[src/mem_pkg.sv]
package mem_pkg;

    // memory opcodes seen by the memory stage
    typedef enum logic [3:0] {
        OP_NOP   = 4'h0,
        OP_LD_B  = 4'h1,
        OP_LD_BU = 4'h2,
        OP_LD_H  = 4'h3,
        OP_LD_HU = 4'h4,
        OP_LD_W  = 4'h5,
        OP_LL    = 4'h6,
        OP_ST_B  = 4'h7,
        OP_ST_H  = 4'h8,
        OP_ST_W  = 4'h9,
        OP_SC    = 4'hA
    } mem_op_e;

    localparam int XLEN        = 32;
    localparam int TLB_ENTRIES = 4;
    localparam int TLB_IDX_W   = 2;
    localparam int VPPN_W      = 20;
    localparam int PPN_W       = 20;
    localparam int PLV_W       = 2;

    // exception vector layout
    localparam int EXCP_W    = 7;
    localparam int EXCP_UP   = 0;
    localparam int EXCP_ADEM = 1;
    localparam int EXCP_TLBR = 2;
    localparam int EXCP_PIL  = 3;
    localparam int EXCP_PIS  = 4;
    localparam int EXCP_PPI  = 5;
    localparam int EXCP_PME  = 6;

    // dmw csr fields
    localparam int DMW_PLV0    = 0;
    localparam int DMW_PLV3    = 3;
    localparam int DMW_PSEG_HI = 27;
    localparam int DMW_PSEG_LO = 25;
    localparam int DMW_VSEG_HI = 31;
    localparam int DMW_VSEG_LO = 29;

endpackage
[src/mem_stage_top.sv]
module mem_stage_top (
    input  logic                           clk,
    input  logic                           reset_i,
    input  logic                           mem_valid_i,
    input  mem_pkg::mem_op_e               mem_op_i,
    input  logic [mem_pkg::XLEN-1:0]       mem_vaddr_i,
    input  logic                           mem_we_i,
    input  logic [4:0]                     mem_waddr_i,
    input  logic [mem_pkg::XLEN-1:0]       mem_wdata_i,
    input  logic [mem_pkg::XLEN-1:0]       mem_pc_i,
    input  logic                           mem_excp_i,
    input  logic                           cacop_en_i,
    input  logic [4:0]                     cacop_op_i,
    input  logic                           csr_da_i,
    input  logic                           csr_pg_i,
    input  logic [mem_pkg::PLV_W-1:0]      csr_plv_i,
    input  logic [mem_pkg::XLEN-1:0]       csr_dmw0_i,
    input  logic [mem_pkg::XLEN-1:0]       csr_dmw1_i,
    input  logic                           csr_llbit_clear_i,
    input  logic                           stall_i,
    input  logic                           flush_i,
    input  logic                           tlb_we_i,
    input  logic [mem_pkg::TLB_IDX_W-1:0]  tlb_index_i,
    input  logic [mem_pkg::VPPN_W-1:0]     tlb_vppn_i,
    input  logic [mem_pkg::PPN_W-1:0]      tlb_ppn_i,
    input  logic                           tlb_v_i,
    input  logic                           tlb_d_i,
    input  logic [mem_pkg::PLV_W-1:0]      tlb_plv_i,
    output logic                           data_addr_trans_en_o,
    output logic                           dcache_flush_o,
    output logic                           cacop_mode_di_o,
    output logic                           wb_valid_o,
    output logic                           wb_we_o,
    output logic [4:0]                     wb_waddr_o,
    output logic [mem_pkg::XLEN-1:0]       wb_wdata_o,
    output logic [mem_pkg::XLEN-1:0]       wb_pc_o,
    output logic [mem_pkg::EXCP_W-1:0]     wb_excp_o,
    output logic [mem_pkg::XLEN-1:0]       wb_paddr_o,
    output logic [mem_pkg::TLB_IDX_W-1:0]  wb_tlb_index_o,
    output logic                           wb_llbit_we_o,
    output logic                           wb_llbit_value_o
);

    logic                          llbit;
    logic                          tlb_found;
    logic                          tlb_v;
    logic                          tlb_d;
    logic [mem_pkg::PLV_W-1:0]     tlb_plv;
    logic [mem_pkg::PPN_W-1:0]     tlb_ppn;
    logic [mem_pkg::TLB_IDX_W-1:0] tlb_index;
    logic [mem_pkg::EXCP_W-1:0]    check_excp;
    logic [mem_pkg::EXCP_W-1:0]    excp_vec;
    logic [mem_pkg::XLEN-1:0]      paddr;

    llbit_reg u_llbit (
        .clk               (clk),
        .reset_i           (reset_i),
        .wb_llbit_we_i     (wb_llbit_we_o),
        .wb_llbit_value_i  (wb_llbit_value_o),
        .csr_llbit_clear_i (csr_llbit_clear_i),
        .llbit_o           (llbit)
    );

    data_tlb u_tlb (
        .clk           (clk),
        .reset_i       (reset_i),
        .lookup_vppn_i (mem_vaddr_i[mem_pkg::XLEN-1 -: mem_pkg::VPPN_W]),
        .we_i          (tlb_we_i),
        .windex_i      (tlb_index_i),
        .wvppn_i       (tlb_vppn_i),
        .wppn_i        (tlb_ppn_i),
        .wv_i          (tlb_v_i),
        .wd_i          (tlb_d_i),
        .wplv_i        (tlb_plv_i),
        .found_o       (tlb_found),
        .v_o           (tlb_v),
        .d_o           (tlb_d),
        .plv_o         (tlb_plv),
        .ppn_o         (tlb_ppn),
        .index_o       (tlb_index)
    );

    // access class is only needed inside the checker
    addr_check u_check (
        .valid_i         (mem_valid_i),
        .op_i            (mem_op_i),
        .vaddr_i         (mem_vaddr_i),
        .csr_da_i        (csr_da_i),
        .csr_pg_i        (csr_pg_i),
        .csr_plv_i       (csr_plv_i),
        .csr_dmw0_i      (csr_dmw0_i),
        .csr_dmw1_i      (csr_dmw1_i),
        .cacop_en_i      (cacop_en_i),
        .cacop_op_i      (cacop_op_i),
        .llbit_i         (llbit),
        .tlb_found_i     (tlb_found),
        .tlb_v_i         (tlb_v),
        .tlb_d_i         (tlb_d),
        .tlb_plv_i       (tlb_plv),
        .tlb_ppn_i       (tlb_ppn),
        .is_load_o       (),
        .is_store_o      (),
        .trans_en_o      (data_addr_trans_en_o),
        .cacop_mode_di_o (cacop_mode_di_o),
        .excp_o          (check_excp),
        .paddr_o         (paddr)
    );

    // upstream bit joins the memory exceptions
    always_comb begin
        excp_vec = check_excp;
        excp_vec[mem_pkg::EXCP_UP] = mem_excp_i;
    end

    assign dcache_flush_o = |excp_vec;

    mem_wb u_mem_wb (
        .clk              (clk),
        .reset_i          (reset_i),
        .stall_i          (stall_i),
        .flush_i          (flush_i),
        .valid_i          (mem_valid_i),
        .op_i             (mem_op_i),
        .we_i             (mem_we_i),
        .waddr_i          (mem_waddr_i),
        .wdata_i          (mem_wdata_i),
        .pc_i             (mem_pc_i),
        .excp_i           (excp_vec),
        .paddr_i          (paddr),
        .tlb_index_i      (tlb_index),
        .llbit_i          (llbit),
        .wb_valid_o       (wb_valid_o),
        .wb_we_o          (wb_we_o),
        .wb_waddr_o       (wb_waddr_o),
        .wb_wdata_o       (wb_wdata_o),
        .wb_pc_o          (wb_pc_o),
        .wb_excp_o        (wb_excp_o),
        .wb_paddr_o       (wb_paddr_o),
        .wb_tlb_index_o   (wb_tlb_index_o),
        .wb_llbit_we_o    (wb_llbit_we_o),
        .wb_llbit_value_o (wb_llbit_value_o)
    );

endmodule

[src/mem_wb.sv]
module mem_wb (
    input  logic                           clk,
    input  logic                           reset_i,
    input  logic                           stall_i,
    input  logic                           flush_i,
    input  logic                           valid_i,
    input  mem_pkg::mem_op_e               op_i,
    input  logic                           we_i,
    input  logic [4:0]                     waddr_i,
    input  logic [mem_pkg::XLEN-1:0]       wdata_i,
    input  logic [mem_pkg::XLEN-1:0]       pc_i,
    input  logic [mem_pkg::EXCP_W-1:0]     excp_i,
    input  logic [mem_pkg::XLEN-1:0]       paddr_i,
    input  logic [mem_pkg::TLB_IDX_W-1:0]  tlb_index_i,
    input  logic                           llbit_i,
    output logic                           wb_valid_o,
    output logic                           wb_we_o,
    output logic [4:0]                     wb_waddr_o,
    output logic [mem_pkg::XLEN-1:0]       wb_wdata_o,
    output logic [mem_pkg::XLEN-1:0]       wb_pc_o,
    output logic [mem_pkg::EXCP_W-1:0]     wb_excp_o,
    output logic [mem_pkg::XLEN-1:0]       wb_paddr_o,
    output logic [mem_pkg::TLB_IDX_W-1:0]  wb_tlb_index_o,
    output logic                           wb_llbit_we_o,
    output logic                           wb_llbit_value_o
);

    logic                     is_ll;
    logic                     is_sc;
    logic                     llbit_we;
    logic [mem_pkg::XLEN-1:0] wdata;

    assign is_ll    = (op_i == mem_pkg::OP_LL);
    assign is_sc    = (op_i == mem_pkg::OP_SC);
    assign llbit_we = valid_i && (excp_i == '0) && (is_ll || is_sc);

    // sc returns its success flag
    assign wdata = is_sc ? {{(mem_pkg::XLEN - 1){1'b0}}, llbit_i} : wdata_i;

    always_ff @(posedge clk) begin
        if (reset_i || flush_i) begin
            wb_valid_o       <= 1'b0;
            wb_we_o          <= 1'b0;
            wb_waddr_o       <= '0;
            wb_wdata_o       <= '0;
            wb_pc_o          <= '0;
            wb_excp_o        <= '0;
            wb_paddr_o       <= '0;
            wb_tlb_index_o   <= '0;
            wb_llbit_we_o    <= 1'b0;
            wb_llbit_value_o <= 1'b0;
        end else if (stall_i) begin
            // insert a bubble and hold the rest of the record
            wb_valid_o    <= 1'b0;
            wb_llbit_we_o <= 1'b0;
        end else begin
            wb_valid_o       <= valid_i;
            wb_we_o          <= we_i;
            wb_waddr_o       <= waddr_i;
            wb_wdata_o       <= wdata;
            wb_pc_o          <= pc_i;
            wb_excp_o        <= excp_i;
            wb_paddr_o       <= paddr_i;
            wb_tlb_index_o   <= tlb_index_i;
            wb_llbit_we_o    <= llbit_we;
            wb_llbit_value_o <= is_ll;
        end
    end

endmodule

[src/addr_check.sv]
module addr_check (
    input  logic                          valid_i,
    input  mem_pkg::mem_op_e              op_i,
    input  logic [mem_pkg::XLEN-1:0]      vaddr_i,
    input  logic                          csr_da_i,
    input  logic                          csr_pg_i,
    input  logic [mem_pkg::PLV_W-1:0]     csr_plv_i,
    input  logic [mem_pkg::XLEN-1:0]      csr_dmw0_i,
    input  logic [mem_pkg::XLEN-1:0]      csr_dmw1_i,
    input  logic                          cacop_en_i,
    input  logic [4:0]                    cacop_op_i,
    input  logic                          llbit_i,
    input  logic                          tlb_found_i,
    input  logic                          tlb_v_i,
    input  logic                          tlb_d_i,
    input  logic [mem_pkg::PLV_W-1:0]     tlb_plv_i,
    input  logic [mem_pkg::PPN_W-1:0]     tlb_ppn_i,
    output logic                          is_load_o,
    output logic                          is_store_o,
    output logic                          trans_en_o,
    output logic                          cacop_mode_di_o,
    output logic [mem_pkg::EXCP_W-1:0]    excp_o,
    output logic [mem_pkg::XLEN-1:0]      paddr_o
);

    logic access;
    logic pg_mode;
    logic dmw0_hit;
    logic dmw1_hit;
    logic plv0;
    logic plv3;

    assign is_load_o = (op_i == mem_pkg::OP_LD_B) || (op_i == mem_pkg::OP_LD_BU) ||
                       (op_i == mem_pkg::OP_LD_H) || (op_i == mem_pkg::OP_LD_HU) ||
                       (op_i == mem_pkg::OP_LD_W) || (op_i == mem_pkg::OP_LL);

    // sc only counts as a store while the ll bit holds
    assign is_store_o = (op_i == mem_pkg::OP_ST_B) || (op_i == mem_pkg::OP_ST_H) ||
                        (op_i == mem_pkg::OP_ST_W) || ((op_i == mem_pkg::OP_SC) && llbit_i);

    assign access = is_load_o || is_store_o;

    assign plv0 = (csr_plv_i == 2'd0);
    assign plv3 = (csr_plv_i == 2'd3);

    assign dmw0_hit = ((csr_dmw0_i[mem_pkg::DMW_PLV0] && plv0) ||
                       (csr_dmw0_i[mem_pkg::DMW_PLV3] && plv3)) &&
                      (vaddr_i[31:29] == csr_dmw0_i[mem_pkg::DMW_VSEG_HI:mem_pkg::DMW_VSEG_LO]);
    assign dmw1_hit = ((csr_dmw1_i[mem_pkg::DMW_PLV0] && plv0) ||
                       (csr_dmw1_i[mem_pkg::DMW_PLV3] && plv3)) &&
                      (vaddr_i[31:29] == csr_dmw1_i[mem_pkg::DMW_VSEG_HI:mem_pkg::DMW_VSEG_LO]);

    // cacop modes 0 and 1 index the cache directly
    assign cacop_mode_di_o = cacop_en_i && ((cacop_op_i[4:3] == 2'd0) || (cacop_op_i[4:3] == 2'd1));

    assign pg_mode    = csr_pg_i && !csr_da_i;
    assign trans_en_o = access && pg_mode && !dmw0_hit && !dmw1_hit && !cacop_mode_di_o && valid_i;

    always_comb begin
        excp_o = '0;
        excp_o[mem_pkg::EXCP_ADEM] = (access || cacop_en_i) && trans_en_o && plv3 && vaddr_i[31];
        excp_o[mem_pkg::EXCP_TLBR] = (access || cacop_en_i) && trans_en_o && !tlb_found_i;
        excp_o[mem_pkg::EXCP_PIL]  = is_load_o && trans_en_o && !tlb_v_i;
        excp_o[mem_pkg::EXCP_PIS]  = is_store_o && trans_en_o && !tlb_v_i;
        excp_o[mem_pkg::EXCP_PPI]  = access && trans_en_o && tlb_v_i && (csr_plv_i > tlb_plv_i);
        excp_o[mem_pkg::EXCP_PME]  = is_store_o && trans_en_o && tlb_v_i &&
                                     (csr_plv_i <= tlb_plv_i) && !tlb_d_i;
    end

    always_comb begin
        if (dmw0_hit) begin
            paddr_o = {csr_dmw0_i[mem_pkg::DMW_PSEG_HI:mem_pkg::DMW_PSEG_LO], vaddr_i[28:0]};
        end else if (dmw1_hit) begin
            paddr_o = {csr_dmw1_i[mem_pkg::DMW_PSEG_HI:mem_pkg::DMW_PSEG_LO], vaddr_i[28:0]};
        end else if (trans_en_o) begin
            paddr_o = {tlb_ppn_i, vaddr_i[11:0]};
        end else begin
            paddr_o = vaddr_i;
        end
    end

endmodule

[src/data_tlb.sv]
module data_tlb (
    input  logic                           clk,
    input  logic                           reset_i,
    input  logic [mem_pkg::VPPN_W-1:0]     lookup_vppn_i,
    input  logic                           we_i,
    input  logic [mem_pkg::TLB_IDX_W-1:0]  windex_i,
    input  logic [mem_pkg::VPPN_W-1:0]     wvppn_i,
    input  logic [mem_pkg::PPN_W-1:0]      wppn_i,
    input  logic                           wv_i,
    input  logic                           wd_i,
    input  logic [mem_pkg::PLV_W-1:0]      wplv_i,
    output logic                           found_o,
    output logic                           v_o,
    output logic                           d_o,
    output logic [mem_pkg::PLV_W-1:0]      plv_o,
    output logic [mem_pkg::PPN_W-1:0]      ppn_o,
    output logic [mem_pkg::TLB_IDX_W-1:0]  index_o
);

    logic [mem_pkg::TLB_ENTRIES-1:0] occupied;
    logic [mem_pkg::VPPN_W-1:0]      vppn_q [mem_pkg::TLB_ENTRIES];
    logic [mem_pkg::PPN_W-1:0]       ppn_q  [mem_pkg::TLB_ENTRIES];
    logic [mem_pkg::TLB_ENTRIES-1:0] v_q;
    logic [mem_pkg::TLB_ENTRIES-1:0] d_q;
    logic [mem_pkg::PLV_W-1:0]       plv_q  [mem_pkg::TLB_ENTRIES];

    always_ff @(posedge clk) begin
        if (reset_i) begin
            occupied <= '0;
        end else if (we_i) begin
            occupied[windex_i] <= 1'b1;
        end
    end

    // entry payload
    always_ff @(posedge clk) begin
        if (we_i) begin
            vppn_q[windex_i] <= wvppn_i;
            ppn_q[windex_i]  <= wppn_i;
            v_q[windex_i]    <= wv_i;
            d_q[windex_i]    <= wd_i;
            plv_q[windex_i]  <= wplv_i;
        end
    end

    // walk from the top down so the lowest hit index wins
    always_comb begin
        found_o = 1'b0;
        v_o     = 1'b0;
        d_o     = 1'b0;
        plv_o   = '0;
        ppn_o   = '0;
        index_o = '0;
        for (int i = mem_pkg::TLB_ENTRIES - 1; i >= 0; i--) begin
            if (occupied[i] && (vppn_q[i] == lookup_vppn_i)) begin
                found_o = 1'b1;
                v_o     = v_q[i];
                d_o     = d_q[i];
                plv_o   = plv_q[i];
                ppn_o   = ppn_q[i];
                index_o = mem_pkg::TLB_IDX_W'(i);
            end
        end
    end

endmodule

[src/llbit_reg.sv]
module llbit_reg (
    input  logic clk,
    input  logic reset_i,
    input  logic wb_llbit_we_i,
    input  logic wb_llbit_value_i,
    input  logic csr_llbit_clear_i,
    output logic llbit_o
);

    logic llbit_q;

    always_ff @(posedge clk) begin
        if (reset_i) begin
            llbit_q <= 1'b0;
        end else if (csr_llbit_clear_i) begin
            // csr clear beats a pending writeback
            llbit_q <= 1'b0;
        end else if (wb_llbit_we_i) begin
            llbit_q <= wb_llbit_value_i;
        end
    end

    // forward the value sitting in writeback
    assign llbit_o = wb_llbit_we_i ? wb_llbit_value_i : llbit_q;

endmodule

[config.mk]
export PLATFORM = sky130hd
export DESIGN_NAME = mem_stage_top
export DESIGN_NICKNAME = d
export VERILOG_FILES = /design/src/mem_pkg.sv /design/src/mem_stage_top.sv /design/src/mem_wb.sv /design/src/addr_check.sv /design/src/data_tlb.sv /design/src/llbit_reg.sv
export SDC_FILE = /design/constraint.sdc
export NUM_CORES = 1
export LEC_CHECK = 0
export ABC_AREA = 1
export CORE_MARGIN = 2
export CORE_UTILIZATION = 35
export CTS_BUF_LIST = sky130_fd_sc_hd__clkbuf_16
export DETAILED_ROUTE_END_ITERATION = 7
export DONT_BUFFER_PORTS = 1
export MAX_ROUTING_LAYER = met4
export SLEW_MARGIN = 0
export SYNTH_ARGS = -nofsm -noshare
export SYNTH_HDL_FRONTEND = slang
export SYNTH_HIERARCHICAL = 1
export SYNTH_SLANG_ARGS = --single-unit
export TNS_END_PERCENT = 1
[constraint.sdc]
create_clock -name clk -period 4.74 [get_ports clk]
set_clock_uncertainty 0.2 [all_clocks]
set_input_delay 0.948 -clock clk [delete_from_list [all_inputs] [get_ports clk]]
set_output_delay 0.948 -clock clk [all_outputs]
set_load 0.02 [all_outputs]
# Word-level counts from Yosys, hierarchy flattened
# Memory sizes are Yosys's and may differ from the RTL's.
# Cells that the tools add are included.
# totals
register_bits	127
latch_bits	0
ram_bits	168
romBits	0
out_inout_bits	117
word_cells	138
mem_count	3
# mem_list
name	depth	word_bits	rd	rd_ports_with_merged_regs	wr	line_no	source
u_tlb.ppn_q	4	20	4	0	1	data_tlb.sv:22	logic [mem_pkg::PPN_W-1:0] ppn_q [mem_pkg::TLB_ENTRIES];
u_tlb.vppn_q	4	20	4	0	1	data_tlb.sv:21	logic [mem_pkg::VPPN_W-1:0] vppn_q [mem_pkg::TLB_ENTRIES];
u_tlb.plv_q	4	2	4	0	1	data_tlb.sv:25	logic [mem_pkg::PLV_W-1:0] plv_q [mem_pkg::TLB_ENTRIES];
# classes
n_addsub	0
mul	0
div	0
magnitude_cmp	4
eq_ne	18
shifts	0
n_mux	35
bitwise_logic	1
reduce_logical	63
# op_table
cell	count
32-bit 2-to-1 mux	4
20-bit == test	4
20-bit 2-to-1 mux	4
1-bit logical AND	35
4-bit by 3-bit == test with 1-bit output (second input constant)	4
1-bit 2-to-1 mux	16
2-bit 2-to-1 mux	8
1-bit logical OR	15
4-bit == test (second input constant)	3
4-bit bitwise mux	2
4-bit by 2-bit == test with 1-bit output (second input constant)	2
1-bit zero test	7
7-bit zero test	1
7-bit OR reduction	1
3-bit == test	2
4-bit by 1-bit == test with 1-bit output (second input constant)	1
2-bit zero test	2
4-bit bitwise OR	1
2-bit OR reduction	2
2-bit by 3-bit < comparator with 1-bit output (second input constant)	1
1-bit demux with 2-bit select	1
2-bit by 1-bit == test with 1-bit output (second input constant)	1
2-bit == test (second input constant)	1
2-bit by 1-bit >= comparator with 1-bit output (second input constant)	1
2 further kinds	2

# Logic depth before layout (Yosys ltp)
# Gate-level depths: netlist of run 1.
# depth
word_depth	19
depth_mapped	25
mapped_depth_nobuf	24

# Cells and area by module
# Netlist of run 1, hierarchy kept.
# by_module_without_submodules
mod	instances	cells_per_inst	area_each_um2	seq_area_each_um2
data_tlb	1	748	7811.2	5365.1
mem_wb	1	509	4078.9	2282.2
addr_check	1	162	859.6	0.0
llbit_reg	1	10	56.3	20.0
mem_stage_top	1	12	45.0	0.0

# Worst setup path before layout of run 1
# Ideal clock, no wire load.
# synth_timing
path_type	in2reg
start	input port tlb_index_i[0] (netlist bit)
end	register u_tlb/d_q[2] (netlist bit) (enable)
setup_ps	503
t_arrival_ps	4098
required_time_ps	4037
slack_ps	-61
stages	1
path_cell_list	nor3_1
# synth_lines
element	line_no	source
start: declaration	mem_stage_top.sv:23	input logic [mem_pkg::TLB_IDX_W-1:0] tlb_index_i,
end signal: indexed assignment	data_tlb.sv:41	d_q[windex_i] <= wd_i;
end: declaration	data_tlb.sv:24	logic [mem_pkg::TLB_ENTRIES-1:0] d_q;

# Worst setup path in the final report of run 1
# layout_timing
start	input port mem_vaddr_i[29] (netlist bit)
end	output port dcache_flush_o
# layout_via
word_cells_on_any_way	54
# layout_lines
element	line_no	source
start: declaration	mem_stage_top.sv:6	input logic [mem_pkg::XLEN-1:0] mem_vaddr_i,
20-bit == test	data_tlb.sv:55	if (occupied[i] && (vppn_q[i] == lookup_vppn_i)) begin
1-bit logical AND	data_tlb.sv:55	
2-bit 2-to-1 mux (3 in a row)	data_tlb.sv:55	
2-bit 2-to-1 mux (*)	data_tlb.sv:55	
via tlb_plv (one bit)	mem_stage_top.sv:48	logic [mem_pkg::PLV_W-1:0] tlb_plv;
2-bit <= comparator (*)	addr_check.sv:67	(csr_plv_i <= tlb_plv_i) && !tlb_d_i;
1-bit logical AND (*)	addr_check.sv:66	excp_o[mem_pkg::EXCP_PME] = is_store_o && trans_en_o && tlb_v_i &&
1-bit logical AND (*)	addr_check.sv:67	
via check_excp (one bit)	mem_stage_top.sv:51	logic [mem_pkg::EXCP_W-1:0] check_excp;
7-bit OR reduction (*)	mem_stage_top.sv:115	assign dcache_flush_o = |excp_vec;
end: declaration	mem_stage_top.sv:30	output logic dcache_flush_o,
# The timed path passes the listed nets; every way through them passes the cells marked *.

==> results.json, run 1 <==
{
  "place_congestion": 0.879,
  "startpoint_type": "primary input",
  "antenna_found_initial": 2,
  "period_needed_ns": 4.52,
  "gr-total-overflow": 0,
  "path_cells": "inv_1 -> nand2_1 -> nand2_1 -> nor2_1 -> nand2_1 -> nor2_1 -> nand2_2 -> nor2_4 -> nand3_1 -> nand2_1 -> nand2_1 -> nand2_1 -> inv_1 -> ha_1 -> inv_1 -> nor2_1 -> o21ai_0 -> nand2_1 -> nor2_1 -> inv_1 -> nand2_1 -> nor2_1 -> nand2_2",
  "worstSetupEndpointType": "output pin",
  "setup_slack_ns": 0.217,
  "grt_pass1_wl_um": 53600,
  "fp.dieH_um": 196,
  "cts_root_buffer": "clkbuf_16",
  "postCtsSetupBuffers": 0,
  "finish.instance_area_um2": 14200,
  "power_density_nw_per_um2": 408,
  "dp.cells": 1850,
  "period_share_pct": 95.4,
  "drive_gt1_share_pct": 8.03,
  "cp_data_arrival_time_ns": 3.38,
  "io_pins": 351,
  "slew_headroom_pct": 28.5,
  "rsz0062_at_grt": "no",
  "area_growth_pct": 10.6,
  "ant_nets": 0,
  "setup_viol": 0,
  "dp_slack_ns": 0.170,
  "netlist_area_um2": 12800,
  "clk_latency_ns": 0.54,
  "fin_cells": 1912,
  "coreArea_um2": 36300,
  "hold_viol": 0,
  "yosysWarnings": 6,
  "dp_hpwl_um": 25600,
  "start_util_pct": 35.3,
  "clock.fmax_mhz": 221,
  "rows": 70,
  "fp.dieArea_um2": 38200,
  "die_w_um": 196,
  "finalSetupTns_ns": 0,
  "drt_pre_antenna_iters": 4,
  "portBuffers": 0,
  "grt_usage_pct": 19.5,
  "cpMaxStageDelayCell": "ha_1",
  "dpl_cell_area_um2": 13100,
  "crit_required_ns": 3.59,
  "cp_max_fo": 7,
  "cts_tree": "yes",
  "avgSynthCellArea_um2": 8.92,
  "antennaDiodeCount": 0,
  "clk_pin_slew_ns": 0.06,
  "crit_top_cell": "nand2_1",
  "numCtsBuffers": 35,
  "wirelength_um": 36800,
  "clockBufferDepth": 3,
  "drv_cap": 0,
  "path_class": "in2out",
  "cts_resized": 0,
  "slew_viol_final": 0,
  "grt_pass1_vias": 8895,
  "max_stage_delay_ns": 0.29,
  "synth_nets": 1675,
  "drt_iter0_drc": 536,
  "holdBufCountCts": 0,
  "status": "finished, final reports clean",
  "drc": 0,
  "clock-sinks": 295,
  "avgViaCountPerCell": 4.89,
  "layout.nets": 1655,
  "grt_start_max_net_pins": 117,
  "routedWlPerCell_um": 19.3,
  "tightest_slew_ns": 1.07,
  "vias": 9358,
  "htreeDepth": 2,
  "leakage_nw": 5.76,
  "whs_ns": 0.271,
  "synth_cells": 1439,
  "hp-class": "in2reg",
  "ir_drop_uv": 274
}
[report_power, final]
part / switching, mW / total (mW) / internal [mW]
Clock: 1.05 / 2.58 / 1.54
Combinational: 0.197 / 0.286 / 0.0890
Sequential: 0.0915 / 2.93 / 2.83
Total: 1.33 / 5.80 / 4.46
[critical path: cells and delay by family]
| family | cells | cell delay, ns |
|---|---|---|
| buf+inv | 4 | 0.26 |
| compound gates | 1 | 0.25 |
| fa+ha+maj | 1 | 0.29 |
| simple gates | 17 | 1.62 |
[metal layers]
metal / track usage [%] / vias to the layer above / part of all wire, %
li1: - / 4587 / -
met5: - / - / 0
met4: 8.17 / 0 / 3.6
met1: 22.3 / 4348 / 40
met3: 6.51 / 73 / 9.4
met2: 31.3 / 350 / 47
[placed cells by master (no fill, tap or decap), types with 12 or more instances in the layout]
cell type and n:
edfxtp_1 176, a21oi_1 115, o21ai_0 56, nand3_1 42, dfxtp_1 119, nand2_1 480
buf_4 13, inv_1 120, clkbuf_16 36, inv_2 12, xnor2_1 17, nand2_2 15
nor2_1 162
[registers in the layout, summed over array words and instances (netlist names)]
register	count
u_mem_wb/wb_valid_o	1
u_mem_wb/wb_llbit_we_o	1
u_llbit/llbit_q	1
u_mem_wb/wb_excp_o	7
u_mem_wb/wb_pc_o	32
u_tlb/d_q	4
u_tlb/ppn_q	80
u_tlb/plv_q	8
u_mem_wb/wb_paddr_o	32
u_tlb/occupied	4
u_mem_wb/wb_we_o	1
u_tlb/v_q	4
u_tlb/vppn_q	80
u_mem_wb/wb_wdata_o	32
u_mem_wb/wb_tlb_index_o	2
u_mem_wb/wb_llbit_value_o	1
u_mem_wb/wb_waddr_o	5
[worst paths after layout]
| kind | start | to | slack, ns | cells past startpoint |
|---|---|---|---|---|
| worst max-delay path | mem_vaddr_i[29] | dcache_flush_o | 0.22 | 23 |
| worst min-delay path | reset_i | u_tlb/occupied[1] | 0.27 | 1 |
| worst max register to register | u_tlb/vppn_q[3][7] | u_mem_wb/wb_llbit_we_o | 1.65 | 23 |
| worst min register to register | u_tlb/occupied[1] | u_tlb/occupied[1] | 0.27 | 2 |
[layout make-up]
class,count,area (µm²)
timing repair buffer,15,138
clock buffer,36,901
fill,3649,22200
clock inverter,26,203
tap,468,586
sequential,295,7670
multi-input combinational,947,4220
inverter,125,482
[through the flow]
stage / power [mW] / util (%)
final: 5.80 / 39.1
after floorplan: 3.20 / -
after global routing: 6.01 / 39.1
after CTS: 5.86 / 39.1
after global placement: 3.26 / 36.0
after detailed placement: 3.27 / 36.0
Power figures use the tool's default switching activity.
==> run 2, diff against run 1 <==
PLACE_DENSITY_LB_ADDON = 0.05   (was not set)
==> results.json, run 2 (synthesis gave the netlist of run 1 again) <==
{
  "slew_headroom_pct": 28.1,
  "setup_slack_ns": 0.330,
  "cts_resized": 0,
  "routedWlPerCell_um": 19.7,
  "rows": 70,
  "leakage_nw": 5.76,
  "cts_root_buffer": "clkbuf_16",
  "finish.instance_area_um2": 14200,
  "tightest_slew_ns": 1.08,
  "cts_tree": "yes",
  "grt_pass1_wl_um": 56100,
  "antenna_found_initial": 2,
  "multi_input_area_um2": 4230,
  "htreeDepth": 2,
  "hp-class": "reg2reg",
  "io_pins": 351,
  "hold_viol": 0,
  "final.fill_count": 3729,
  "avgViaCountPerCell": 4.79,
  "clock.fmax_mhz": 227,
  "dpl_cell_area_um2": 13100,
  "ant_nets": 0,
  "grt_pass1_vias": 9082,
  "drc": 0,
  "coreArea_um2": 36300,
  "start_util_pct": 35.3,
  "regArea_um2": 7670,
  "finalSetupTns_ns": 0,
  "wirelength_um": 37900,
  "portBuffers": 0,
  "path_class": "in2out",
  "clk_pin_slew_ns": 0.05,
  "crit-reg2reg-launch": "u_tlb/vppn_q[1][10]",
  "drt_pre_antenna_iters": 5,
  "power_density_nw_per_um2": 401,
  "layout.nets": 1662,
  "place_congestion": 0.824,
  "numCtsBuffers": 36,
  "ir_drop_uv": 261,
  "drt_iter0_drc": 485,
  "cp_data_arrival_time_ns": 3.26,
  "worstSetupEndpointType": "output pin",
  "vias": 9198,
  "drv_cap": 0,
  "dp_slack_ns": 0.171,
  "crit_required_ns": 3.59,
  "fp.dieH_um": 196,
  "fp.dieArea_um2": 38200,
  "final_common_cell": "nand2_1",
  "layout_common_cells": "480 x nand2_1, 176 x edfxtp_1, 160 x nor2_1",
  "holdBufCountCts": 0,
  "area_growth_pct": 10.5,
  "postCtsSetupBuffers": 0,
  "period_share_pct": 93.0,
  "startpoint": "mem_vaddr_i[29]",
  "slew_viol_final": 0,
  "clock-sinks": 295,
  "die_w_um": 196,
  "gr-total-overflow": 0,
  "top_regs": "u_tlb/ppn_q (80), u_tlb/vppn_q (80)",
  "grt_usage_pct": 20.4,
  "rsz0062_at_grt": "no",
  "clk_latency_ns": 0.53,
  "cp_max_fo": 7,
  "drive_gt1_share_pct": 8.55,
  "holdCritStartpoint": "u_tlb/occupied[0]",
  "grt_start_max_net_pins": 154,
  "clockBufferDepth": 3,
  "startpoint_type": "primary input",
  "period_needed_ns": 4.41,
  "dp_hpwl_um": 26200,
  "setup_viol": 0,
  "status": "finished, final reports clean"
}
run 2: path summary, 6_finish.rpt:
check / to / slack [ns] / cells after the start
setup / recovery: dcache_flush_o / 0.33 / 23
hold reg to reg: u_tlb/occupied[0] / 0.28 / 2
hold / removal: u_tlb/occupied[0] / 0.28 / 2
setup reg to reg: u_mem_wb/wb_llbit_we_o / 1.69 / 24
run 2: power breakdown:
part	switching, mW	total (mW)	internal (mW)
clock network	1.04	2.48	1.43
registers	0.0927	2.93	2.83
logic	0.194	0.285	0.0910
run 2: layout make-up:
cell class / count / share of cell area, %
timing repair buffer: 21 / 1.20
clock buffer: 38 / 6.70
clock inverter: 25 / 0.705
sequential: 295 / 54.0
inverter: 125 / 3.39
multi-input combinational: 947 / 29.8
antenna: 1 / 0.0176
tap: 468 / 4.13
run 2: through the flow:
stage / power (mW) / instances / hold WS, ns / utilization [%]
after floorplan: 3.20 / 1439 / 0.234 / -
after global placement: 3.27 / 1856 / 0.254 / 36.1
after detailed placement: 3.27 / 1856 / 0.269 / 36.1
after CTS: 5.80 / 1919 / 0.251 / 39.0
after global routing: 5.93 / 1920 / 0.258 / 39.0
final: 5.69 / 1920 / 0.280 / 39.0
run 2: critical path: stages:
cell	delay, ns
inv_1	0.08
nand2_1	0.10
nand2_1	0.10
nor2_1	0.10
nand2_1	0.07
nor2_2	0.18
nand2_2	0.14
nor2_4	0.13
nand3_1	0.07
nand2_1	0.07
nand2_1	0.04
nand2_1	0.07
inv_1	0.05
ha_1	0.28
inv_1	0.04
nor2_1	0.08
o21ai_1	0.08
buf_4	0.14
nor3_2	0.16
inv_1	0.06
nand2_1	0.06
nor2_1	0.05
nand2_2	0.14
run 2: layer usage:
layer	track usage (%)	vias to the layer above	wire length [µm]
li1	-	4598	-
met4	7.86	0	1170
met1	23.5	4225	15600
met5	-	-	0
met2	32.5	314	17100
met3	7.39	61	3980
